--- src/verilog/isa_pkg.sv ---
package isa_pkg;

  // kind of execution unit an instruction needs
  typedef enum logic [2:0] {
    UC_ALU    = 3'd0,
    UC_LOAD   = 3'd1,
    UC_STORE  = 3'd2,
    UC_MULDIV = 3'd3,
    UC_BRANCH = 3'd4,
    UC_JUMP   = 3'd5
  } unit_class_e;

  // branch condition, evaluated on operand a (and b for eq/ne)
  typedef enum logic [2:0] {
    COND_UNCOND = 3'd0,
    COND_EQ     = 3'd1,
    COND_NE     = 3'd2,
    COND_GT     = 3'd3,
    COND_GE     = 3'd4,
    COND_LT     = 3'd5,
    COND_LE     = 3'd6
  } branch_cond_e;

  // decoded instruction as it sits in the instruction queue
  typedef struct packed {
    logic [31:0]  pc;
    unit_class_e  uclass;
    branch_cond_e cond;
    // jump target taken from operand a
    logic         rformat;
    logic [31:0]  branch_target;
    logic [4:0]   a_reg;
    logic         a_reg_valid;
    logic [4:0]   b_reg;
    logic         b_reg_valid;
    logic [4:0]   dest_reg;
    logic         dest_reg_valid;
  } dec_inst_t;

endpackage

--- src/verilog/pipe_pkg.sv ---
package pipe_pkg;

  import isa_pkg::*;

  // instructions examined per cycle at the queue head
  localparam int ISSUE_WIDTH = 4;
  localparam int ROB_IDX_BITS = 4;
  localparam int TAKE_BITS = $clog2(ISSUE_WIDTH);

  typedef logic [ROB_IDX_BITS-1:0] rob_idx_t;

  // number of instructions taken, minus one
  typedef logic [TAKE_BITS-1:0] take_count_t;

  typedef struct packed {
    dec_inst_t inst;
    rob_idx_t  rob_idx;
  } iq_entry_t;

  // reorder buffer answer for one source operand
  typedef struct packed {
    logic [31:0] value;
    logic        present;
    logic        valid;
  } rob_lookup_t;

  // everything an execution unit needs to start work
  typedef struct packed {
    dec_inst_t   inst;
    logic [31:0] a;
    logic [31:0] b;
    rob_idx_t    rob_idx;
  } issue_pkt_t;

  typedef struct packed {
    logic [31:0] a;
    logic [31:0] b;
    logic        ready;
  } slot_ops_t;

  // link value written back by the branch unit
  typedef struct packed {
    logic [31:0] result;
    logic [4:0]  dest_reg;
    logic        dest_reg_valid;
    logic        pc_valid;
  } rob_wr_t;

endpackage

--- src/verilog/operand_resolve.sv ---
module operand_resolve (
  input  logic                  a_reg_valid,
  input  logic                  b_reg_valid,
  input  pipe_pkg::rob_lookup_t rob_a,
  input  pipe_pkg::rob_lookup_t rob_b,
  input  logic [31:0]           rf_a,
  input  logic [31:0]           rf_b,
  output pipe_pkg::slot_ops_t   ops
);

  logic a_ok;
  logic b_ok;

  // a value held in the rob is newer than the register file copy
  assign ops.a = rob_a.present ? rob_a.value : rf_a;
  assign ops.b = rob_b.present ? rob_b.value : rf_b;

  // not in the rob means the register file is up to date,
  // otherwise the rob entry must already have its result
  assign a_ok = !rob_a.present || rob_a.valid;
  assign b_ok = !rob_b.present || rob_b.valid;

  // unused sources never hold up issue
  assign ops.ready = (a_ok || !a_reg_valid) && (b_ok || !b_reg_valid);

endmodule

--- config.mk ---
export PLATFORM = sky130hd
export DESIGN_NAME = operand_resolve
export DESIGN_NICKNAME = d
export VERILOG_FILES = /design/src/verilog/isa_pkg.sv /design/src/verilog/pipe_pkg.sv /design/src/verilog/operand_resolve.sv
export SDC_FILE = /design/constraint.sdc
export NUM_CORES = 1
export LEC_CHECK = 0
export BUFFER_PORTS_ARGS = -buffer_cell sky130_fd_sc_hd__buf_2
export CAP_MARGIN = 20
export CORE_AREA = 2 2 76 78
export DETAILED_ROUTE_END_ITERATION = 10
export DIE_AREA = 0 0 78 80
export PLACE_DENSITY = 0.67
export SYNTH_ARGS = -nofsm -noshare
export SYNTH_HDL_FRONTEND = slang
export SYNTH_SLANG_ARGS = --single-unit
--- constraint.sdc ---
create_clock -name vclk -period 0.86
set_clock_uncertainty 0.05 [all_clocks]
set_input_delay 0.129 -clock vclk [all_inputs]
set_output_delay 0.129 -clock vclk [all_outputs]
set_load 0.01 [all_outputs]
# Yosys cells after proc, flatten, opt, wreduce, memory -nomap -nowiden

Cells that the tools add are included.

Reduce and logical (&&, ||, !) cells: 9
Multiplexer cells: 2

Operators by type and width:

| cell              | count |
|---|---|
| 32-bit 2-to-1 mux | 2 |
| 1-bit logical NOT | 4 |
| 1-bit logical OR  | 4 |
| 1-bit logical AND | 1 |

Logic and storage cells: 11
Register bits after elaboration: 0
Output and inout port bits: 65
Input bits: 134

# Logic depth before layout (Yosys ltp)

Gate-level depths: netlist (run 1).

Depth in word-level cells: 4
Depth in mapped cells: 3
Mapped depth without buffers: 2

# Least setup slack after synthesis (run 1)

Ideal clock, no wire load.

Path type: input port to output port
Start: in rob_a[1] (netlist name)
End: out ops[35] (netlist name)
Stages on the path: 3
Setup slack: -0.019 ns
Data required time: 0.681 ns
Path buffers: 2
Arrival time: 0.700 ns
Cells stage by stage: buf_6 > buf_12 > mux2_4

RTL lines:

| item            | RTL line             | text |
|---|---|---|
| start, declared | operand_resolve.sv:4 | `input pipe_pkg::rob_lookup_t rob_a,` |
| end, declared   | operand_resolve.sv:8 | `output pipe_pkg::slot_ops_t ops` |

==> results of run 1 <==
kinds of logic (layout without fill, tap and decap cells):
logic type	Yosys count	in the layout	share of synthesized area
buf+inv	9	212	0.133
simple gates	1	1	0.00794
mux	64	64	0.854
compound gates	1	1	0.00567
per-stage QoR:
stage	instances	hold slack, ns
after global routing	350	0.505
after CTS	350	0.493
after global placement	344	0.498
after detailed placement	344	0.493
final	350	0.491
after floorplan	75	0.320
where the power goes:
part           leakage, nW  switching [mW]  total, mW  internal, mW
Clock                    0               0          0             0
Sequential               0               0          0             0
Combinational         1.58           0.544       1.64          1.09
layer usage:
| layer | wire length, µm | GRT usage | part of all wire |
|---|---|---|---|
| met3 | 447 | 0.0158 | 0.082 |
| met1 | 1740 | 0.153 | 0.32 |
| met5 | 0 | 0 | 0 |
| met4 | 39 | 0.0105 | 0.0072 |
| met2 | 3230 | 0.351 | 0.59 |
worst max-delay path, delay by kind of cell:
kind,cells,cell delay [ns]
buffers and inverters,3,0.40
multiplexers,1,0.30
path summary, 6_finish.rpt:
check                  startpoint       to  slack [ns]
worst max-delay path     rob_a[1]  ops[44]       -0.16
worst min-delay path  a_reg_valid   ops[0]        0.49
repair_timing:
item                       CTS  global route
gates resized for setup     85             0
pin swaps                    1             0
setup endpoints to repair   65            65
gates cloned                 6             0
cell usage after synthesis:
cell	instances	area [µm²]
a31oi_1	1	6.26
inv_1	1	3.75
buf_12	6	120
mux2_2	5	56.3
and3b_1	1	8.76
mux2_4	59	886
buf_6	2	22.5
layout make-up:
type	instances	share of cell area
Timing Repair Buffer	211	0.608
Multi-Input combinational cell	66	0.357
Tap cell	72	0.0331
Inverter	1	0.00138
==> tab_implementation.tex, run 1 <==
\begin{tabular}{lr}
\hline
Metric & Value \\
\hline
\multicolumn{2}{l}{\textbf{Setup path}} \\
\quad Endpoint type of the worst setup path & output pin \\
\quad Largest stage delay on the critical path & 0.30 ns \\
\quad Data required time at the worst endpoint & 0.68 ns \\
\quad Crit path max-delay cell type & mux2\_4 \\
\quad Largest fanout on the critical path & 7 \\
\quad Critical path cell sequence & buf\_16 > buf\_12 > mux2\_4 > buf\_6 \\
\quad Critical path class & input port to output pin \\
\quad Data arrival, critical path & 0.84 ns \\
\quad Nature of the critical path startpoint & input port \\
\multicolumn{2}{l}{\textbf{Placed design}} \\
\quad Worst setup slack before clock tree synthesis & -0.266 ns \\
\quad Post-detail-place hpwl & 4.50 mm \\
\quad Routability cong. & 0.758 \\
\quad Standard cell area after detailed placement & 2130 µm² \\
\quad Count of port buffers added during placement & 199 \\
\multicolumn{2}{l}{\textbf{Timing}} \\
\quad Final critical-path share of the clock period & 1.18 \\
\quad Slew Limit Headroom & 0.905 \\
\quad Setup ws final & -0.158 ns \\
\quad Fin Setup TNS & -9.31 ns \\
\quad Slew at the pin closest to its max-slew limit & 0.141 ns \\
\quad Final Max Tran Viols & 0 \\
\quad Hold Fails Final Rpt & 0 \\
\quad Shortest period the worst path allows & 1.02 ns \\
\quad Unrepaired setup endpoints after global routing & yes \\
\quad Maximum achievable frequency & 0.982 GHz \\
\quad Total setup violations reported at the end of the flow & 65 \\
\multicolumn{2}{l}{\textbf{Synthesis}} \\
\quad Sequential element share of the synthesized area & 0 \\
\quad Syn nets & 209 \\
\quad Number of warnings issued by yosys & 0 \\
\quad Synth unique cells & 7 \\
\quad Post-synthesis instance area & 1100 µm² \\
\quad Mean Syn Cell Area & 14.7 µm² \\
\quad Post-Synthesis Cells & 75 \\
\multicolumn{2}{l}{\textbf{Layout}} \\
\quad Number of clock buffers in the layout & 0 \\
\quad Sequential cell count & 0 \\
\quad Post-route design area & 2720 µm² \\
\quad Utilization of the core after routing & 0.503 \\
\quad Signed area change from the synthesized netlist to the final layout & 147\% \\
\quad Commonest non-fill, non-tap cell in the layout & buf\_2 \\
\quad FF/Latch Area & 0 µm² \\
\quad Area of the multi-input gates & 972 µm² \\
\quad Count of fill cells added during filler insertion & 485 \\
\quad Ratio of cells with drive above 1 in the final layout & 0.989 \\
\quad Top library cells by usage in the layout, fill and taps aside & 139 x buf\_2, 63 x mux2\_4, 59 x buf\_6 \\
\quad Final Net Count & 414 \\
\quad Inserted Diodes & 0 \\
\multicolumn{2}{l}{\textbf{Power and ir drop}} \\
\quad Pwr/cell area & 601 nW/µm² \\
\quad Power after layout & 1.64 mW \\
\quad Leakage component of the power & 1.58 nW \\
\quad Worst VDD drop & 0.000336 V \\
\multicolumn{2}{l}{\textbf{Clocking}} \\
\quad Setup fix buffers added after clock tree synthesis & 0 \\
\quad Number of hold-repair buffers added at the cts stage & 0 \\
\multicolumn{2}{l}{\textbf{Global routing}} \\
\quad First-pass GRT wire length & 7.68 mm \\
\quad Maximum number of pins on one net before global-route repair & 11 \\
\quad Global-route total usage across every layer & 0.155 \\
\quad Number of global-route vias before repair & 1497 \\
\quad Antenna violations before repair & 0 \\
\quad Total congestion overflow after global routing & 0 \\
\multicolumn{2}{l}{\textbf{Drt}} \\
\quad Residual DRC count & 0 \\
\quad Via-per-instance ratio & 4.17 \\
\quad Post-route ant nets & 0 \\
\quad Routed length per instance & 15.6 µm \\
\quad Number of iterations in the first detailed-routing pass & 4 \\
\quad Iteration-0 DRC count of the detailed router & 18 \\
\quad Wirelength, routed & 5.45 mm \\
\quad DR vias & 1458 \\
\multicolumn{2}{l}{\textbf{Worst hold path}} \\
\quad Hold path depth & 3 \\
\quad Hold crit path type & input port to output pin \\
\multicolumn{2}{l}{\textbf{Die}} \\
\quad Initial Util & 0.204 \\
\quad IO Count & 199 \\
\quad Std-Cell Rows & 27 \\
\quad Die span in x & 78 µm \\
\quad Standard cell core area & 5410 µm² \\
\quad Height of the die & 80 µm \\
\quad Die area & 6240 µm² \\
\multicolumn{2}{l}{\textbf{Outcome}} \\
\quad Status & finished with violations \\
\quad Violated checks & setup timing \\
\multicolumn{2}{l}{\textbf{Flow run}} \\
\quad Max\_cap viols & 0 \\
\hline
\end{tabular}
No activity file was read; power rests on OpenSTA's default activity.
==> inputs of run 2 (changes only) <==
--- a/config.mk
+++ b/config.mk
@@ -10,7 +10,7 @@
 export CORE_AREA = 2 2 76 78
 export DETAILED_ROUTE_END_ITERATION = 10
 export DIE_AREA = 0 0 78 80
-export PLACE_DENSITY = 0.67
+export PLACE_DENSITY = 0.7
 export SYNTH_ARGS = -nofsm -noshare
 export SYNTH_HDL_FRONTEND = slang
 export SYNTH_SLANG_ARGS = --single-unit
==> tab_implementation.tex, run 2 (synthesized netlist as in run 1, its figures left out) <==
\begin{tabular}{lr}
\hline
Metric & Value \\
\hline
\multicolumn{2}{l}{\textbf{Power and ir drop}} \\
\quad Leakage component of the power & 1.59 nW (+0.63\%) \\
\quad Pwr/cell area & 607 nW/µm² (+0.94\%) \\
\quad Worst VDD drop & 0.000301 V (-10\%) \\
\multicolumn{2}{l}{\textbf{Die}} \\
\quad Die area & 6240 µm² (unchanged) \\
\quad Std-Cell Rows & 27 (unchanged) \\
\quad Height of the die & 80 µm (unchanged) \\
\quad IO Count & 199 (unchanged) \\
\quad Die span in x & 78 µm (unchanged) \\
\quad Initial Util & 0.204 (unchanged) \\
\quad Standard cell core area & 5410 µm² (unchanged) \\
\multicolumn{2}{l}{\textbf{Timing}} \\
\quad Total setup violations reported at the end of the flow & 65 (unchanged) \\
\quad Maximum achievable frequency & 0.980 GHz (-0.21\%) \\
\quad Fin Setup TNS & -8.91 ns (+0.403 ns) \\
\quad Final critical-path share of the clock period & 1.19 (+0.00243) \\
\quad Shortest period the worst path allows & 1.02 ns (+0.00209 ns) \\
\quad Final Max Tran Viols & 0 (unchanged) \\
\quad Slew at the pin closest to its max-slew limit & 0.183 ns (+0.0412 ns) \\
\quad Hold Fails Final Rpt & 0 (unchanged) \\
\quad Unrepaired setup endpoints after global routing & yes \\
\quad Setup ws final & -0.160 ns (-0.00209 ns) \\
\quad Slew Limit Headroom & 0.878 (-0.0276) \\
\multicolumn{2}{l}{\textbf{Drt}} \\
\quad Number of iterations in the first detailed-routing pass & 3 (-1) \\
\quad Post-route ant nets & 0 (unchanged) \\
\quad Wirelength, routed & 5.82 mm (+6.8\%) \\
\quad Residual DRC count & 0 (unchanged) \\
\quad Via-per-instance ratio & 4.24 (+1.8\%) \\
\quad DR vias & 1488 (+2.1\%) \\
\quad Iteration-0 DRC count of the detailed router & 10 (-8) \\
\quad Routed length per instance & 16.6 µm (+6.5\%) \\
\multicolumn{2}{l}{\textbf{Layout}} \\
\quad Top library cells by usage in the layout, fill and taps aside & 133 x buf\_2, 64 x mux2\_4, 64 x buf\_6 \\
\quad FF/Latch Area & 0 µm² (unchanged) \\
\quad Ratio of cells with drive above 1 in the final layout & 0.989 (about the same) \\
\quad Number of clock buffers in the layout & 0 (unchanged) \\
\quad Post-route design area & 2750 µm² (+1.2\%) \\
\quad Final Instance Count excl. Fillers & 351 (+0.29\%) \\
\quad Sequential cell count & 0 (unchanged) \\
\quad Area of the multi-input gates & 976 µm² (+0.39\%) \\
\quad Utilization of the core after routing & 0.509 (+0.00602) \\
\quad Commonest non-fill, non-tap cell in the layout & buf\_2 \\
\quad Final Net Count & 413 (-0.24\%) \\
\quad Signed area change from the synthesized netlist to the final layout & 150\% \\
\quad Count of fill cells added during filler insertion & 460 (-5.2\%) \\
\multicolumn{2}{l}{\textbf{Setup path}} \\
\quad Largest fanout on the critical path & 8 (+1) \\
\quad Critical path cell sequence & buf\_12 > clkbuf\_16 > mux2\_4 > buf\_6 \\
\quad Data arrival, critical path & 0.84 ns (about the same) \\
\quad Nature of the critical path startpoint & input port \\
\quad Crit path max-delay cell type & mux2\_4 \\
\quad Critical path class & input port to output pin \\
\quad Largest stage delay on the critical path & 0.30 ns (about the same) \\
\quad Endpoint type of the worst setup path & output pin \\
\quad Startpoint of the most critical setup path & rob\_b[1] \\
\quad Data required time at the worst endpoint & 0.68 ns (about the same) \\
\multicolumn{2}{l}{\textbf{Placed design}} \\
\quad Standard cell area after detailed placement & 2120 µm² (-0.35\%) \\
\quad Cell Count Post-Placement & 343 (-0.29\%) \\
\quad Routability cong. & 0.813 (+7.3\%) \\
\quad Count of port buffers added during placement & 199 (unchanged) \\
\quad Post-detail-place hpwl & 4.77 mm (+5.9\%) \\
\quad Worst setup slack before clock tree synthesis & -0.271 ns (-0.00455 ns) \\
\multicolumn{2}{l}{\textbf{Global routing}} \\
\quad Total congestion overflow after global routing & 0 (unchanged) \\
\quad Maximum number of pins on one net before global-route repair & 11 (unchanged) \\
\quad Number of global-route vias before repair & 1490 (-0.47\%) \\
\quad Global-route total usage across every layer & 0.159 (+0.00332) \\
\quad Antenna violations before repair & 2 (+2) \\
\quad First-pass GRT wire length & 7.66 mm (-0.26\%) \\
\multicolumn{2}{l}{\textbf{Outcome}} \\
\quad Violated checks & setup timing \\
\quad Status & finished with violations \\
\multicolumn{2}{l}{\textbf{Worst hold path}} \\
\quad Start point of the worst hold path & rob\_a[13] \\
\quad Hold crit path type & input port to output pin \\
\multicolumn{2}{l}{\textbf{Clocking}} \\
\quad Setup fix buffers added after clock tree synthesis & 0 (unchanged) \\
\multicolumn{2}{l}{\textbf{Flow run}} \\
\quad Max\_cap viols & 0 (unchanged) \\
\hline
\end{tabular}
-- run 2: cell count changes in the layout (fill, tap and decap cells not counted) --
| cell | change |
|---|---|
| buf_12 | +1 |
| buf_16 | -2 |
| buf_2 | -6 |
| buf_4 | -1 |
| buf_6 | +5 |
| buf_8 | +1 |
| clkbuf_16 | +1 |
| diode_2 | +2 |
| mux2_2 | -1 |
| mux2_4 | +1 |
-- run 2: final cells by class --
cell class | instances | share of cell area
Inverter | 1 | 0.00136
Antenna cell | 2 | 0.00182
Tap cell | 72 | 0.0327
Timing Repair Buffer | 210 | 0.610
Multi-Input combinational cell | 66 | 0.354
-- run 2: metrics by stage --
stage | hold WS (ns) | total power [mW]
after floorplan | 0.320 | 0.684
after global placement | 0.516 | 1.21
after detailed placement | 0.511 | 1.22
after CTS | 0.503 | 1.66
after global routing | 0.509 | 1.76
final | 0.501 | 1.67
-- run 2: worst paths after layout --
kind                   to  slack, ns  depth (start not counted)
setup / recovery  ops[25]      -0.16                          4
hold / removal    ops[44]       0.50                          3
-- run 2: where the power goes --
group,leakage (nW),switching (mW),internal [mW],total [mW]
registers,0,0,0,0
logic,1.59,0.558,1.11,1.67
clock network,0.0000127,0,0.000000311,0.000000311
total,1.59,0.558,1.11,1.67
-- run 2: per-layer routing --
metal / global-route usage / vias up / wire (µm)
li1: - / 691 / -
met1: 0.139 / 655 / 1800
met2: 0.348 / 132 / 3300
met3: 0.0373 / 10 / 570
met4: 0.0439 / 0 / 156
met5: 0 / - / 0
-- run 2: repair_timing --
action / 4_1_cts / 5_1_grt
gates cloned: 5 / 1
resized for setup: 95 / 0
hold buffers: 0 / 0
pin swaps: 1 / 0
setup endpoints to repair: 65 / 65
endpoints found under the hold margin: 0 / 0
-- run 2: critical path, delay by kind of cell --
family,cells,cell delay (ns)
buffers and inverters,3,0.41
muxes,1,0.30
==> inputs of run 3 (changes only) <==
==> constraint.sdc (replaced) <==
create_clock -name vclk -period 0.9
set_clock_uncertainty 0.05 [all_clocks]
set_input_delay 0.135 -clock vclk [all_inputs]
set_output_delay 0.135 -clock vclk [all_outputs]
set_load 0.01 [all_outputs]
==> tab_implementation.tex, run 3 (synthesized netlist as in run 1, its figures left out) <==
\begin{tabular}{lr}
\hline
Metric & Value \\
\hline
\multicolumn{2}{l}{\textbf{Placed design}} \\
\quad Cell Count Post-Placement & 344 (+0.29\%) \\
\quad Post-detail-place hpwl & 4.28 mm (-10\%) \\
\quad Standard cell area after detailed placement & 2130 µm² (+0.35\%) \\
\quad Count of port buffers added during placement & 199 (unchanged) \\
\quad Routability cong. & 0.848 (+4.2\%) \\
\quad Worst setup slack before clock tree synthesis & -0.246 ns (+0.0255 ns) \\
\multicolumn{2}{l}{\textbf{Drt}} \\
\quad Number of iterations in the first detailed-routing pass & 4 (+1) \\
\quad Wirelength, routed & 5.68 mm (-2.4\%) \\
\quad Via-per-instance ratio & 4.21 (-0.75\%) \\
\quad Residual DRC count & 0 (unchanged) \\
\quad Iteration-0 DRC count of the detailed router & 8 (-2) \\
\quad Post-route ant nets & 0 (unchanged) \\
\quad DR vias & 1481 (-0.47\%) \\
\quad Routed length per instance & 16.1 µm (-2.6\%) \\
\multicolumn{2}{l}{\textbf{Layout}} \\
\quad Final Instance Count excl. Fillers & 352 (+0.28\%) \\
\quad Ratio of cells with drive above 1 in the final layout & 0.989 (about the same) \\
\quad Top library cells by usage in the layout, fill and taps aside & 133 x buf\_2, 66 x buf\_6, 62 x mux2\_4 \\
\quad Signed area change from the synthesized netlist to the final layout & 154\% \\
\quad Inserted Diodes & 0 (-2) \\
\quad FF/Latch Area & 0 µm² (unchanged) \\
\quad Count of fill cells added during filler insertion & 462 (+0.43\%) \\
\quad Post-route design area & 2810 µm² (+1.9\%) \\
\quad Final Net Count & 416 (+0.73\%) \\
\quad Number of clock buffers in the layout & 0 (unchanged) \\
\quad Sequential cell count & 0 (unchanged) \\
\quad Commonest non-fill, non-tap cell in the layout & buf\_2 \\
\multicolumn{2}{l}{\textbf{Power and ir drop}} \\
\quad Power after layout & 1.62 mW (-3.3\%) \\
\quad Pwr/cell area & 576 nW/µm² (-5.1\%) \\
\quad Leakage component of the power & 1.61 nW (+1.4\%) \\
\quad Worst VDD drop & 0.000298 V (-1.1\%) \\
\multicolumn{2}{l}{\textbf{Timing}} \\
\quad Hold Fails Final Rpt & 0 (unchanged) \\
\quad Maximum achievable frequency & 0.944 GHz \\
\quad Final Max Tran Viols & 0 (unchanged) \\
\quad Slew at the pin closest to its max-slew limit & 0.140 ns (-0.0430 ns) \\
\quad Setup ws final & -0.160 ns (+0.000401 ns) \\
\quad Total setup violations reported at the end of the flow & 64 (-1.5\%) \\
\quad Final critical-path share of the clock period & 1.18 \\
\quad Shortest period the worst path allows & 1.06 ns \\
\quad Slew Limit Headroom & 0.906 (+0.0288) \\
\quad Unrepaired setup endpoints after global routing & yes \\
\multicolumn{2}{l}{\textbf{Outcome}} \\
\quad Status & finished with violations \\
\quad Violated checks & setup timing \\
\multicolumn{2}{l}{\textbf{Global routing}} \\
\quad First-pass GRT wire length & 7.98 mm (+4.2\%) \\
\quad Total congestion overflow after global routing & 0 (unchanged) \\
\quad Global-route total usage across every layer & 0.162 (+0.00332) \\
\quad Maximum number of pins on one net before global-route repair & 11 (unchanged) \\
\quad Number of global-route vias before repair & 1609 (+8.0\%) \\
\quad Antenna violations before repair & 0 (-2) \\
\multicolumn{2}{l}{\textbf{Setup path}} \\
\quad Nature of the critical path startpoint & input port \\
\quad Data arrival, critical path & 0.87 ns (+0.03 ns) \\
\quad Endpoint type of the worst setup path & output pin \\
\quad Critical path class & input port to output pin \\
\quad Largest fanout on the critical path & 7 (-1) \\
\quad Data required time at the worst endpoint & 0.71 ns (+0.03 ns) \\
\multicolumn{2}{l}{\textbf{Die}} \\
\quad Std-Cell Rows & 27 (unchanged) \\
\quad Standard cell core area & 5410 µm² (unchanged) \\
\quad Die span in x & 78 µm (unchanged) \\
\quad Height of the die & 80 µm (unchanged) \\
\quad IO Count & 199 (unchanged) \\
\quad Die area & 6240 µm² (unchanged) \\
\quad Initial Util & 0.204 (unchanged) \\
\multicolumn{2}{l}{\textbf{Flow run}} \\
\quad Max\_cap viols & 0 (unchanged) \\
\multicolumn{2}{l}{\textbf{Worst hold path}} \\
\quad Hold crit path type & input port to output pin \\
\hline
\end{tabular}
-- run 3: final timing paths --
check,from,endpoint,cells past startpoint
worst min-delay path,rob_b[17],ops[16],3
worst max-delay path,rob_b[1],ops[0],5
-- run 3: layout make-up --
type	instances	area, µm²	area share
multi-input cells	66	968	0.345
inverters	1	3.75	0.00134
repair buffers	213	1740	0.621
well taps	72	90.1	0.0321
-- run 3: where the power goes --
part           internal, mW  leakage [nW]  total (mW)  switching (mW)
Sequential                0             0           0               0
Combinational          1.08          1.61        1.62           0.531
Clock                     0             0           0               0
-- run 3: metrics by stage --
| stage | hold WS, ns | TNS [ns] | util |
|---|---|---|---|
| after floorplan | 0.332 | 0 | - |
| after global placement | 0.508 | -13.61 | 0.394 |
| after detailed placement | 0.507 | -13.79 | 0.394 |
| after CTS | 0.510 | -7.53 | 0.513 |
| after global routing | 0.522 | -8.47 | 0.519 |
| final | 0.514 | -7.60 | 0.519 |
-- run 3: what timing repair did --
item | CTS | global route
setup buffers | 1 | 0
hold buffers | 0 | 0
pin swaps | 1 | 0
gates resized for setup | 87 | 2
gates cloned | 6 | 1
endpoints found under the setup margin | 65 | 64
-- run 3: layer usage --
metal  GRT usage  share of wire
met2       0.342           0.57
met5           0              0
met1       0.158           0.32
met4      0.0386          0.030
met3      0.0328          0.083
-- run 3: worst max-delay path, cell delays in order --
cell and delay, ns:
buf_16 0.14, buf_6 0.12, and3b_1 0.17, a31oi_1 0.15, buf_2 0.16
