**config.mk**
```make
export PLATFORM = sky130hd
export DESIGN_NAME = branch_unit
export DESIGN_NICKNAME = d
export VERILOG_FILES = /design/src/verilog/isa_pkg.sv /design/src/verilog/pipe_pkg.sv /design/src/verilog/branch_unit.sv
export SDC_FILE = /design/constraint.sdc
export NUM_CORES = 1
export LEC_CHECK = 0
export BUFFER_PORTS_ARGS = -buffer_cell sky130_fd_sc_hd__buf_2
export CAP_MARGIN = 25
export CORE_ASPECT_RATIO = 0.9
export CORE_MARGIN = 5
export CORE_UTILIZATION = 52
export DETAILED_ROUTE_END_ITERATION = 12
export GPL_TIMING_DRIVEN = 0
export PLACE_DENSITY_LB_ADDON = 0.08
export SKIP_CTS_REPAIR_TIMING = 1
export SKIP_LAST_GASP = 1
export SYNTH_ARGS = -nofsm -noshare
export SYNTH_HDL_FRONTEND = slang
export SYNTH_SLANG_ARGS = --single-unit
```
**constraint.sdc**
```tcl
create_clock -name clock -period 9.78 [get_ports clock]
set_input_delay 1.956 -clock clock [delete_from_list [all_inputs] [get_ports clock]]
set_output_delay 1.956 -clock clock [all_outputs]
set_load 0.01 [all_outputs]
```
**src/verilog/isa_pkg.sv**
```systemverilog
package isa_pkg;

  // kind of execution unit an instruction needs
  typedef enum logic [2:0] {
    UC_ALU    = 3'd0,
    UC_LOAD   = 3'd1,
    UC_STORE  = 3'd2,
    UC_MULDIV = 3'd3,
    UC_BRANCH = 3'd4,
    UC_JUMP   = 3'd5
  } unit_class_e;

  // branch condition, evaluated on operand a (and b for eq/ne)
  typedef enum logic [2:0] {
    COND_UNCOND = 3'd0,
    COND_EQ     = 3'd1,
    COND_NE     = 3'd2,
    COND_GT     = 3'd3,
    COND_GE     = 3'd4,
    COND_LT     = 3'd5,
    COND_LE     = 3'd6
  } branch_cond_e;

  // decoded instruction as it sits in the instruction queue
  typedef struct packed {
    logic [31:0]  pc;
    unit_class_e  uclass;
    branch_cond_e cond;
    // jump target taken from operand a
    logic         rformat;
    logic [31:0]  branch_target;
    logic [4:0]   a_reg;
    logic         a_reg_valid;
    logic [4:0]   b_reg;
    logic         b_reg_valid;
    logic [4:0]   dest_reg;
    logic         dest_reg_valid;
  } dec_inst_t;

endpackage

```
**src/verilog/pipe_pkg.sv**
```systemverilog
package pipe_pkg;

  import isa_pkg::*;

  // instructions examined per cycle at the queue head
  localparam int ISSUE_WIDTH = 4;
  localparam int ROB_IDX_BITS = 4;
  localparam int TAKE_BITS = $clog2(ISSUE_WIDTH);

  typedef logic [ROB_IDX_BITS-1:0] rob_idx_t;

  // number of instructions taken, minus one
  typedef logic [TAKE_BITS-1:0] take_count_t;

  typedef struct packed {
    dec_inst_t inst;
    rob_idx_t  rob_idx;
  } iq_entry_t;

  // reorder buffer answer for one source operand
  typedef struct packed {
    logic [31:0] value;
    logic        present;
    logic        valid;
  } rob_lookup_t;

  // everything an execution unit needs to start work
  typedef struct packed {
    dec_inst_t   inst;
    logic [31:0] a;
    logic [31:0] b;
    rob_idx_t    rob_idx;
  } issue_pkt_t;

  typedef struct packed {
    logic [31:0] a;
    logic [31:0] b;
    logic        ready;
  } slot_ops_t;

  // link value written back by the branch unit
  typedef struct packed {
    logic [31:0] result;
    logic [4:0]  dest_reg;
    logic        dest_reg_valid;
    logic        pc_valid;
  } rob_wr_t;

endpackage

```
**src/verilog/branch_unit.sv**
```systemverilog
module branch_unit (
  input  logic                 clock,
  input  logic                 reset_n,
  input  logic                 branch_stall,
  input  pipe_pkg::issue_pkt_t branch_pkt,
  input  logic                 branch_sel,
  output logic                 branch_ready,
  output logic [31:0]          new_pc,
  output logic                 new_pc_valid,
  output logic                 branch_flush,
  output logic                 rob_wr_valid,
  output pipe_pkg::rob_idx_t   rob_wr_slot,
  output pipe_pkg::rob_wr_t    rob_wr
);

  import isa_pkg::*;
  import pipe_pkg::*;

  logic        stall_q;
  logic        held_sel;
  issue_pkt_t  held_pkt;
  logic        stall_rise;
  issue_pkt_t  act_pkt;
  logic        act_sel;
  logic [31:0] op_a;
  logic        ab_equal;
  logic        a_eqz;
  logic        a_gez;
  logic        a_gtz;
  logic        cond_ok;

  assign stall_rise = branch_stall && !stall_q;

  always_ff @(posedge clock or negedge reset_n) begin
    if (!reset_n) begin
      stall_q  <= 1'b0;
      held_sel <= 1'b0;
    end else begin
      stall_q <= branch_stall;
      if (stall_rise) begin
        held_sel <= branch_sel;
      end
    end
  end

  // branch copy kept for the length of a fetch stall
  always_ff @(posedge clock) begin
    if (stall_rise) begin
      held_pkt <= branch_pkt;
    end
  end

  assign branch_ready = !stall_q;
  assign act_pkt      = stall_q ? held_pkt : branch_pkt;
  assign act_sel      = stall_q ? held_sel : branch_sel;

  assign op_a     = act_pkt.a;
  assign ab_equal = (op_a == act_pkt.b);
  assign a_eqz    = (op_a == 32'd0);
  assign a_gez    = !op_a[31];
  assign a_gtz    = a_gez && !a_eqz;

  always_comb begin
    case (act_pkt.inst.cond)
      COND_UNCOND: cond_ok = 1'b1;
      COND_EQ:     cond_ok = ab_equal;
      COND_NE:     cond_ok = !ab_equal;
      COND_GT:     cond_ok = a_gtz;
      COND_GE:     cond_ok = a_gez;
      COND_LT:     cond_ok = !a_gez;
      COND_LE:     cond_ok = !a_gtz;
      default:     cond_ok = 1'b0;
    endcase
  end

  // jumps always redirect, branches only when the condition holds
  assign new_pc_valid = act_sel &&
                        (act_pkt.inst.uclass == UC_JUMP ||
                         (act_pkt.inst.uclass == UC_BRANCH && cond_ok));
  assign new_pc       = act_pkt.inst.rformat ? op_a : act_pkt.inst.branch_target;

  // the flush is raised once, not again while the stall persists
  assign branch_flush = new_pc_valid && !stall_q;

  // link value is the address after the delay slot
  assign rob_wr_valid          = act_sel && !branch_stall;
  assign rob_wr_slot           = act_pkt.rob_idx;
  assign rob_wr.result         = act_pkt.inst.pc + 32'd8;
  assign rob_wr.dest_reg       = act_pkt.inst.dest_reg;
  assign rob_wr.dest_reg_valid = act_pkt.inst.dest_reg_valid;
  assign rob_wr.pc_valid       = new_pc_valid;

endmodule

```
# After elaboration in Yosys (flattened, before gate mapping)
# Index checks and enable logic that the tools add are counted.
[op_classes]
addsub = 1
n_mul = 0
div_mod_pow = 0
n_lt_le_gt_ge = 0
n_eq_ne = 9
shifts = 0
muxes = 4
n_bitwise = 0
reduce_logical = 15
[op_table]
columns = ["cell", "count"]
rows = [
  ["$mux W157", 1],
  ["$add A32 B4 Y32 const B", 1],
  ["$eq A32 B32 Y1", 1],
  ["$logic_not A32 Y1", 1],
  ["$mux W32", 1],
  ["$eq A3 B3 Y1 const B", 5],
  ["$pmux W1 S7", 1],
  ["$eq A3 B2 Y1 const B", 2],
  ["$logic_and A1 B1 Y1", 6],
  ["$logic_not A1 Y1", 6],
  ["$eq A3 B1 Y1 const B", 1],
  ["$logic_not A3 Y1", 1],
  ["$logic_or A1 B1 Y1", 1],
  ["$mux W1", 1],
]
[word_totals]
ff_bits = 159
latch_bits = 0
mem_bits_rw = 0
romBits = 0
input_bits = 161
out_inout_bits = 79
wordCells = 45
memories = 0

# Depth between registers and ports, before layout
# Gate-level depths: netlist of run 1.
[depth]
depth_word = 10
ltp_mapped = 15

# Worst setup path before layout of run 1
# Ideal clock, no wire load.
[synth_path]
path_kind = "in2reg"
startpoint = "input port branch_stall"
endpoint = "register held_sel"
setup_ns = 0.098
t_arrival_ns = 9.223
setup_slack_ns = 0.458
stages = 2
path_buffers = 0
path_cell_list = "nor2b_1 > mux2_2"
[synth_via]
elab_chain_len = 1
[synth_lines]
columns = ["element", "line_no", "rtl"]
rows = [
  ["from (decl)", "branch_unit.sv:4", "input logic branch_stall,"],
  ["$logic_and A1 B1 Y1", "branch_unit.sv:32", "assign stall_rise = branch_stall && !stall_q;"],
  ["to (signal assigned)", "branch_unit.sv:41", "held_sel <= branch_sel;"],
  ["to (decl)", "branch_unit.sv:20", "logic held_sel;"],
]
# No other way between the ends.
# A chain may end at the register's enable or synchronous reset.

==> results of run 1 <==
[power by group]
part / switching (mW) / leakage (nW) / internal, mW
logic: 0.128 / 2.11 / 0.0956
clock network: 0.255 / 0.283 / 0.398
registers: 0.0143 / 1.38 / 0.725
total: 0.396 / 3.78 / 1.22
[final timing paths]
path	start	to	slack [ns]
max	stall_q	rob_wr[38]	3.57
min	held_sel	held_sel	0.56
max reg2reg	stall_q	held_pkt[18]	6.89
max in group asynchronous	reset_n	held_sel	8.37
min reg2reg	held_sel	held_sel	0.56
min in group asynchronous	reset_n	stall_q	1.31
[placed cells by master (no fill, tap or decap), drive strengths merged, types with 2 or more instances in the layout]
master / netlist / final
clkinv: 0 / 9
and2: 2 / 2
a211oi: 34 / 34
and3: 4 / 4
nor2b: 34 / 34
nor3: 9 / 9
nand3b: 3 / 3
nand4: 17 / 17
nand2: 29 / 29
mux2: 20 / 20
xor2: 55 / 55
o21ai: 8 / 8
nand2b: 2 / 2
a21oi: 35 / 35
nor4: 25 / 25
bufinv: 0 / 3
mux2i: 63 / 63
xnor2: 43 / 43
clkinvlp: 0 / 3
nand3: 17 / 17
inv: 4 / 4
dfrtp: 2 / 2
clkbuf: 14 / 31
buf: 14 / 245
nor2: 10 / 10
a31oi: 3 / 3
nand4b: 2 / 2
edfxtp: 145 / 145
[registers in the layout, summed over array words and instances (netlist names)]
| signal | flops |
|---|---|
| held_sel | 1 |
| stall_q | 1 |
| held_pkt | 145 |
[routing by layer]
| metal | up-vias | wire length [µm] | track usage |
|---|---|---|---|
| li1 | 2801 | - | - |
| met1 | 2928 | 9300 | 0.340 |
| met2 | 278 | 10100 | 0.379 |
| met3 | 19 | 1920 | 0.0663 |
| met4 | 2 | 232 | 0.0541 |
| met5 | - | 13 | 0 |
[cell type report]
class,instances,area share
Tap cell,198,0.0252
Antenna cell,1,0.000255
Inverter,4,0.00153
Clock inverter,15,0.0169
Timing Repair Buffer,231,0.125
Clock buffer,17,0.0433
Sequential cell,147,0.448
Multi-Input combinational cell,425,0.326
Buffer,28,0.0140
[cells in the mapped netlist (9+ instances only)]
| library cell | instances | area [µm²] |
|---|---|---|
| nand3_1 | 16 | 80.1 |
| mux2i_1 | 63 | 631 |
| clkbuf_1 | 14 | 52.6 |
| nor2b_1 | 34 | 213 |
| edfxtp_1 | 145 | 4350 |
| xnor2_1 | 43 | 377 |
| nand2_1 | 29 | 109 |
| a21oi_1 | 35 | 175 |
| xor2_1 | 55 | 482 |
| nand4_1 | 15 | 93.8 |
| nor4_1 | 23 | 144 |
| nor2_1 | 10 | 37.5 |
| nor3_1 | 9 | 45.0 |
| buf_2 | 11 | 55.1 |
| mux2_2 | 20 | 225 |
| a211oi_1 | 33 | 248 |
[stage by stage]
stage	setup WS (ns)	cells	utilization
global placement	-2.67	1029	0.623
floorplan	0.458	604	-
CTS	3.53	1065	0.670
finish	3.57	1066	0.670
detailed placement	3.69	1033	0.629
global route	3.23	1065	0.670
[kinds of logic (layout without fill, tap and decap cells)]
logic type      Yosys count  after routing
other cells               0              1
compound gates           86             86
buf+inv                  32            295
xor+xnor                 98             98
mux                      83             83
simple gates            157            157
fa+ha+maj                 1              1
flops                   147            147
[critical path: stages, from the launching register on]
cell      delay (ns)
dfrtp_1         0.46
buf_6           0.19
buf_2           0.26
buf_2           0.31
buf_2           0.32
buf_2           0.36
mux2i_1         0.14
inv_1           0.07
ha_1            0.18
inv_1           0.09
a211oi_4        0.27
nand4_2         0.25
nor4_4          0.38
nand2_1         0.12
nor2_1          0.17
xnor2_1         0.13
buf_2           0.14
==> run_results.csv, run 1 <==
group,metric,value,unit
synth,synthMuxAreaShare,0.110,
cts,numClockSinks,147,
timing,whs,0.564,ns
timing,rsz0062_at_grt,"false",
detailed_routing,drc,0,
flow_run,drv_cap,0,
synth,synth_cell_types,43,
critical_path,cp-end-kind,"output pin",
synth,synth_top_family_by_area,"simple AND/OR/NAND/NOR gates",
synth,synth_fp_nets,766,
timing,period_needed,6.21,ns
final_layout,syn_to_final_growth,26.8,%
timing,tightest_slew,0.939,ns
synth,synth_area,7750,µm²
cts,cts.path.max_buffers,2,
placed_design,place.gp.congestion,0.851,
synth,ys_warn_count,0,
timing,finalClockSkew,0.00554,ns
timing,period_share,0.635,
status,outcome,"finished, final reports clean",
cts,cts_root_buf,"clkbuf_16",
detailed_routing,ant_nets,0,
timing,maxSlewHeadroom,0.373,
grt,antenna_found_initial,1,
synth,yosys_register_bits,147,
placed_design,io_buffers,227,
synth,ys_seq_area_frac,0.568,
cts,cts_tree,"yes",
grt,grt_pass1_wl,32800,µm
synth,synth_compound_area_frac,0.0720,
placed_design,dp_hpwl,16600,µm
power,total_power,1.61,mW
detailed_routing,drt_iter0_drc,520,
detailed_routing,routed_wirelength,21500,µm
timing,setup_tns,0,ns
synth,synth_ff_type,"edfxtp_1",
synth,syn_avg_cell_area,12.8,µm²
cts,cts_buffers,17,
power,p_leak,3.78,nW
detailed_routing,wl_per_cell,20.2,µm
grt,grt_pass1_vias,6104,
cts,clk_latency,0.42,ns
critical_path,cp_max_fo,10,
grt,grt_max_degree,37,
floorplanning,dieArea,17400,µm²
final_layout,design_area,9820,µm²
timing,fmaxAchievable,0.161,GHz
detailed_routing,via_per_inst,5.65,
final_layout,final_nets,1016,
timing,drv_slew,0,
floorplanning,die_h,126,µm
critical_path,critPathKind,"flip-flop to output pin",
power,ir_drop,0.128,mV
synth,synth_fa_ha_area_frac,0.00161,
synth,synthXorXnorAreaFrac,0.111,
synth,synth_edf_count,145,
final_layout,seqCellArea,4400,µm²
synth,postSynthCellCount,604,
power,p_per_area,164,nW/µm²
grt,track_usage,0.242,
floorplanning,rows,42,
floorplanning,fp.dieW,139,µm
placed_design,dpl_cell_area,9230,µm²
floorplanning,ios,240,
detailed_routing,vias,6028,
synth,async_flop_share,0.0136,
timing,setup_violations,0,
cts,clk_pin_slew_worst_paths,0.06,ns
critical_path,critPathRequiredTime,7.82,ns
grt,globalRouteOverflowTotal,0,
critical_path,critPathArrivalTime,4.26,ns
synth,synth-simple-area-share,0.117,
cts,h-tree-depth,4,
final_layout,multi_input_area,3200,µm²
final_layout,drive_above_1_share,0.351,
worst_hold_path,hp-class,"flip-flop to flip-flop",
floorplanning,start_util,0.529,
detailed_routing,first_pass_iters,5,
critical_path,startpoint_type,"flip-flop",
critical_path,ff2ff_path_depth,7,
floorplanning,coreArea,14700,µm²
timing,finalHoldViolCount,0,
final_layout,fill_cells,1147,
worst_hold_path,min_path_cells,1,
Note: power is estimated with default switching activity, not from simulation.
==> run 2, diff against run 1 <==
--- a/config.mk
+++ b/config.mk
@@ -5,11 +5,12 @@
 export SDC_FILE = /design/constraint.sdc
 export NUM_CORES = 1
 export LEC_CHECK = 0
+export ABC_AREA = 1
 export BUFFER_PORTS_ARGS = -buffer_cell sky130_fd_sc_hd__buf_2
 export CAP_MARGIN = 25
 export CORE_ASPECT_RATIO = 0.9
 export CORE_MARGIN = 5
-export CORE_UTILIZATION = 52
+export CORE_UTILIZATION = 54
 export DETAILED_ROUTE_END_ITERATION = 12
 export GPL_TIMING_DRIVEN = 0
 export PLACE_DENSITY_LB_ADDON = 0.08
==> constraint.sdc (replaced) <==
create_clock -name clock -period 6 [get_ports clock]
set_input_delay 1.2 -clock clock [delete_from_list [all_inputs] [get_ports clock]]
set_output_delay 1.2 -clock clock [all_outputs]
set_load 0.01 [all_outputs]
==> run 2 against run 1 <==
Compared with the run above: via count rose by 39%; clock power rose by 67%; clock skew fell by 0.00066 ns; register-to-register slack got worse by 4.0 ns; final cell count rose by 53%; critical path depth rose by 2; non-clock buffer count rose by 18; routed wire length rose by 23%; combinational power rose by 110%; critical path type unchanged; largest cell class unchanged.
==> run_results.csv, run 2 <==
group,metric,value,unit
final_layout,layout_common_cells,"582 x nand2_1, 239 x buf_2, 145 x edfxtp_1",
detailed_routing,drc,0,
final_layout,fill_cells,1420,
detailed_routing,ant_nets,0,
final_layout,largest_reg_flops,145,
floorplanning,fp.dieW,145,µm
floorplanning,dieArea,19200,µm²
synth,synth_edf_count,145,
timing,rsz0062_at_grt,"false",
final_layout,reg_top3,"held_pkt x145, held_sel x1, stall_q x1",
synth,ys_warn_count,0,
grt,grt_pass1_vias,8186,
floorplanning,ios,240,
power,total_power,2.76,mW
final_layout,syn_to_final_growth,22.7,%
final_layout,drive_above_1_share,0.230,
synth,postSynthCellCount,1158,
synth,synth_ff_type,"edfxtp_1",
timing,setup_tns,0,ns
worst_hold_path,hp-class,"flip-flop to flip-flop",
placed_design,dp_hpwl,19100,µm
synth,synth_area_leaders,"edfxtp_1 49%, nand2_1 25%, inv_1 5.4%",
timing,tightest_slew,0.740,ns
grt,antenna_found_initial,4,
grt,track_usage,0.271,
detailed_routing,wl_per_cell,16.2,µm
floorplanning,die_h,132,µm
critical_path,crit_path_start,"stall_q",
critical_path,cp-end-kind,"output pin",
cts,clk_pin_slew_worst_paths,0.06,ns
critical_path,critPathArrivalTime,3.19,ns
timing,maxSlewHeadroom,0.507,
synth,synth_fp_nets,1320,
synth,synth_cell_types,36,
synth,synth_most_common_cell,"nand2_1",
timing,setup_violations,0,
floorplanning,coreArea,16200,µm²
synth,synth_top_area_frac,0.489,
detailed_routing,vias,8352,
synth,async_flop_share,0.0136,
grt,grt_max_degree,79,
cts,h-tree-depth,4,
floorplanning,rows,44,
detailed_routing,routed_wirelength,26400,µm
final_layout,multi_input_area,3680,µm²
timing,period_share,0.732,
cts,clk_latency,0.42,ns
critical_path,cp-endpoint,"rob_wr[0]",
final_layout,final_common_cell,"nand2_1",
timing,fmaxAchievable,0.228,GHz
power,p_per_area,252,nW/µm²
detailed_routing,via_per_inst,5.13,
final_layout,seqCellArea,4400,µm²
synth,ys_top_cells_by_count,"582 x nand2_1, 145 x edfxtp_1, 129 x inv_1, 72 x nor2_1, 32 x a31oi_1",
synth,yosys_register_bits,147,
final_layout,final_nets,1567,
critical_path,cp_max_fo,10,
critical_path,r2r-end,"held_pkt[95]",
synth,syn_avg_cell_area,7.69,µm²
cts,cts_root_buf,"clkbuf_16",
cts,cts_tree,"yes",
synth,synth_area,8910,µm²
critical_path,rrSetupSlack,2.85,ns
grt,grt_pass1_wl,41600,µm
cts,numClockSinks,147,
timing,finalClockSkew,0.00487,ns
power,ir_drop,0.329,mV
cts,cts.path.max_buffers,2,
critical_path,ff2ff_path_depth,8,
critical_path,rr_startpoint,"stall_q",
critical_path,critPathRequiredTime,4.80,ns
critical_path,critPathKind,"flip-flop to output pin",
placed_design,place.gp.congestion,0.874,
critical_path,startpoint_type,"flip-flop",
timing,finalHoldViolCount,0,
placed_design,io_buffers,227,
synth,ys_seq_area_frac,0.494,
cts,cts_buffers,17,
grt,globalRouteOverflowTotal,0,
status,outcome,"finished, final reports clean",
detailed_routing,first_pass_iters,5,
power,p_leak,5.47,nW
timing,period_needed,4.39,ns
timing,drv_slew,0,
final_layout,largest_register,"held_pkt",
synth,synth_top_cell_by_area,"edfxtp_1",
flow_run,drv_cap,0,
floorplanning,start_util,0.550,
detailed_routing,drt_iter0_drc,707,
==> run 2: worst min path at each step <==
| stage | startpoint | endpoint | cells past startpoint |
|---|---|---|---|
| detailed placement | held_sel | held_sel | 2 |
| floorplan | held_sel | held_sel | 2 |
| finish | held_sel | held_sel | 2 |
| CTS | held_sel | held_sel | 2 |
| global route | held_sel | held_sel | 2 |
| global placement | held_sel | held_sel | 2 |
==> run 2: critical path, cell delays in order (launching register included) <==
cell	delay (ns)
dfrtp_1	0.38
buf_6	0.15
clkbuf_1	0.34
o21ai_0	0.40
nand2_1	0.09
nand2_1	0.07
nand2_1	0.07
nor2_1	0.19
nand2_1	0.07
nor2_1	0.21
nand2_1	0.08
nand2_1	0.06
nand3_1	0.06
nor2_1	0.14
nand2_1	0.08
nand2_1	0.08
inv_1	0.05
buf_4	0.12
buf_2	0.13
==> run 2: kinds of logic after synthesis <==
group / synth area share
DFF: 0.494
buffers and inverters: 0.0926
xor gates and xnor gates: 0.0265
and+or+nand+nor: 0.323
AOI/OAI and AO/OA: 0.0480
muxes: 0.0139
adders and majority gates: 0.00140
==> run 2: metal layers <==
metal  up-vias  share of wire  routed length (µm)  GRT usage
met4         4          0.025                 673     0.0922
met3        55          0.089                2350     0.0694
li1       4142              -                   -          -
met1      3784           0.42               11000      0.353
met5         -         0.0010                  27          0
met2       367           0.47               12400      0.442
==> run 2: layout make-up <==
type,count,area share
inverters,130,0.0453
diodes,2,0.000458
clock buffers,17,0.0389
repair buffers,228,0.106
multi-input cells,832,0.337
flip-flops and latches,147,0.403
clock inverters,15,0.0151
plain buffers,49,0.0306
well taps,207,0.0237
==> run 2: power by group <==
part	internal, mW	switching [mW]
combinational	0.172	0.303
sequential	1.18	0.0139
clock	0.649	0.438
==> run 2: metrics by stage <==
| step | std cells | area [µm²] | utilization | setup slack, ns | hold slack, ns |
|---|---|---|---|---|---|
| finish | 1627 | 10900 | 0.675 | 1.61 | 0.490 |
| global placement | 1592 | 10300 | 0.637 | -0.389 | 0.467 |
| CTS | 1625 | 10900 | 0.675 | 1.62 | 0.488 |
| floorplan | 1158 | 8910 | - | 1.41 | 0.449 |
| global route | 1627 | 10900 | 0.675 | 1.36 | 0.533 |
| detailed placement | 1593 | 10300 | 0.639 | 1.74 | 0.473 |
==> run 3, diff against run 2 <==
--- a/config.mk
+++ b/config.mk
@@ -10,7 +10,7 @@
 export CAP_MARGIN = 25
 export CORE_ASPECT_RATIO = 0.9
 export CORE_MARGIN = 5
-export CORE_UTILIZATION = 54
+export CORE_UTILIZATION = 48
 export DETAILED_ROUTE_END_ITERATION = 12
 export GPL_TIMING_DRIVEN = 0
 export PLACE_DENSITY_LB_ADDON = 0.08
==> constraint.sdc (replaced) <==
create_clock -name clock -period 3.6 [get_ports clock]
set_input_delay 0.72 -clock clock [delete_from_list [all_inputs] [get_ports clock]]
set_output_delay 0.72 -clock clock [all_outputs]
set_load 0.01 [all_outputs]
==> run 3 against run 2 <==
Compared with the run above: the run now ends with setup timing left; combinational power rose by 98%; clock skew rose by 0.0024 ns; worst hold slack got worse by 0.43 ns; global-route usage fell by 1.8 points; final cell count rose by 4.4%; total power rose by 73%; clock-buffer cell count did not move; flip-flop and latch count did not move; non-clock buffer count rose by 33; clock power rose by 70%; sequential power rose by 67%; die area rose by 12%; critical path type unchanged; largest cell class unchanged.
==> run_results.csv, run 3 (same netlist as run 2, synthesis figures left out) <==
group,metric,value,unit
status,outcome,"complete, but fails checks",
status,violations,"setup timing",
detailed_routing,drt_iter0_drc,736,
final_layout,final_nets,1600,
detailed_routing,wl_met2,12700,µm
floorplanning,rows,47,
detailed_routing,top_layer,"met5",
power,p_clk_frac,0.387,
cts,clk_pin_slew_worst_paths,0.07,ns
timing,period_share,1.01,
floorplanning,ios,240,
timing,fmaxAchievable,0.276,GHz
timing,setup_violations,1,
detailed_routing,routed_wirelength,29100,µm
detailed_routing,wl_met1,12900,µm
power,seq_power_share,0.417,
power,switchingPower,1.44,mW
detailed_routing,vias,8560,
detailed_routing,via_per_inst,5.04,
detailed_routing,wl_met3,2810,µm
timing,drv_slew,0,
final_layout,drive_above_1_share,0.300,
cts,cts_tree,"yes",
cts,cts_buffers,17,
placed_design,io_buffers,227,
timing,finalHoldViolCount,0,
final_layout,syn_to_final_growth,34.4,%
final_layout,largest_register,"held_pkt",
placed_design,dpl_cell_area,10400,µm²
grt,grt_pass1_wl,42400,µm
final_layout,fin_util,0.652,
timing,period_needed,3.62,ns
detailed_routing,first_pass_iters,5,
timing,setup_tns,-0.0191,ns
flow_run,drv_cap,0,
final_layout,fill_cells,1637,
timing,finalClockSkew,0.00732,ns
final_layout,layout_common_cells,"545 x nand2_1, 230 x buf_2, 145 x edfxtp_1",
final_layout,final_common_cell,"nand2_1",
final_layout,reg_top3,"held_pkt x145, held_sel x1, stall_q x1",
timing,maxSlewHeadroom,0.549,
power,p_leak,5.85,nW
critical_path,critPathKind,"flip-flop to output pin",
power,p_per_area,399,nW/µm²
detailed_routing,drc,0,
floorplanning,die_h,139,µm
placed_design,dp_hpwl,20500,µm
power,swShare,0.302,
floorplanning,dieArea,21400,µm²
critical_path,cp-end-kind,"output pin",
critical_path,critPathArrivalTime,2.90,ns
cts,numClockSinks,147,
critical_path,cp_max_fo,10,
final_layout,design_area,12000,µm²
timing,whs,0.0629,ns
final_layout,largest_reg_flops,145,
critical_path,critPathRequiredTime,2.88,ns
timing,rsz0062_at_grt,"true",
grt,grt_pass1_vias,7787,
cts,cts_root_buf,"clkbuf_16",
floorplanning,coreArea,18300,µm²
cts,cts.path.max_buffers,2,
detailed_routing,ant_nets,0,
worst_hold_path,hp-class,"primary input to async pin",
grt,antenna_found_initial,9,
power,total_power,4.78,mW
floorplanning,fp.dieW,154,µm
power,ir_drop,0.302,mV
cts,h-tree-depth,4,
timing,tightest_slew,0.657,ns
power,combPwrFrac,0.196,
cts,clk_latency,0.43,ns
timing,setup_ws,-0.0191,ns
critical_path,startpoint_type,"flip-flop",
placed_design,place.gp.congestion,0.887,
power,intPower,3.34,mW
detailed_routing,wl_per_cell,17.1,µm
grt,track_usage,0.252,
grt,grt_max_degree,40,
floorplanning,start_util,0.485,
grt,globalRouteOverflowTotal,0,
run 3: cell types whose count changed in the layout (fill, tap and decap cells not counted), sizes merged:
| cell | change |
|---|---|
| buf | +25 |
| clkbuf | +8 |
| clkinv | -4 |
| inv | +7 |
| diode | +1 |
| bufinv | -2 |
| clkinvlp | -1 |
run 3: final cells by class:
| class | count | area (µm²) | share of cell area |
|---|---|---|---|
| Sequential cell | 147 | 4400 | 0.368 |
| Multi-Input combinational cell | 832 | 4000 | 0.334 |
| Timing Repair Buffer | 261 | 1610 | 0.134 |
| Buffer | 49 | 538 | 0.0449 |
| Inverter | 130 | 504 | 0.0421 |
| Clock buffer | 17 | 425 | 0.0355 |
| Tap cell | 245 | 307 | 0.0256 |
| Clock inverter | 15 | 178 | 0.0148 |
| Antenna cell | 3 | 7.51 | 0.000627 |
run 3: worst paths after layout:
kind	to	start	cells after the start	slack (ns)
max in group asynchronous	stall_q	reset_n	1	3.44
setup / recovery	rob_wr[0]	stall_q	20	-0.02
hold reg to reg	held_sel	held_sel	2	0.51
hold / removal	held_sel	reset_n	1	0.06
min in group clock	stall_q	branch_stall	1	0.44
setup reg to reg	held_pkt[53]	stall_q	9	1.04
run 3: critical path, stage by stage, from the launching register on:
cell     delay, ns
dfrtp_1       0.36
buf_8         0.16
buf_12        0.14
buf_4         0.19
nand2_1       0.12
o21ai_4       0.10
nand2_1       0.07
nand2_1       0.09
nand2_2       0.07
nor2_1        0.10
nand2_1       0.08
nor2_2        0.16
nand2_1       0.07
nand2_1       0.08
nand3_2       0.09
nor2_4        0.16
nand2_2       0.07
nand2_2       0.09
inv_2         0.05
buf_6         0.10
buf_6         0.11
run 3: metal layers:
metal | vias up | global-route usage
met5 | - | 0
met4 | 12 | 0.0632
met3 | 50 | 0.0745
met2 | 398 | 0.370
met1 | 3877 | 0.369
li1 | 4223 | -
run 3: power groups by stage:
stage / registers (mW) / logic (mW) / clock network [mW]
after global placement: 2.03 / 0.783 / 0
after CTS: 1.99 / 0.808 / 1.87
after global routing: 2.00 / 1.03 / 1.95
after detailed placement: 2.03 / 0.803 / 0
final: 1.99 / 0.939 / 1.85
after floorplan: 2.03 / 0.467 / 0
run 3: through the flow:
stage,instances,setup slack (ns)
floorplan,1158,0.0164
global placement,1630,-1.48
detailed placement,1634,-0.143
CTS,1666,-0.610
global route,1699,-0.183
finish,1699,-0.0191
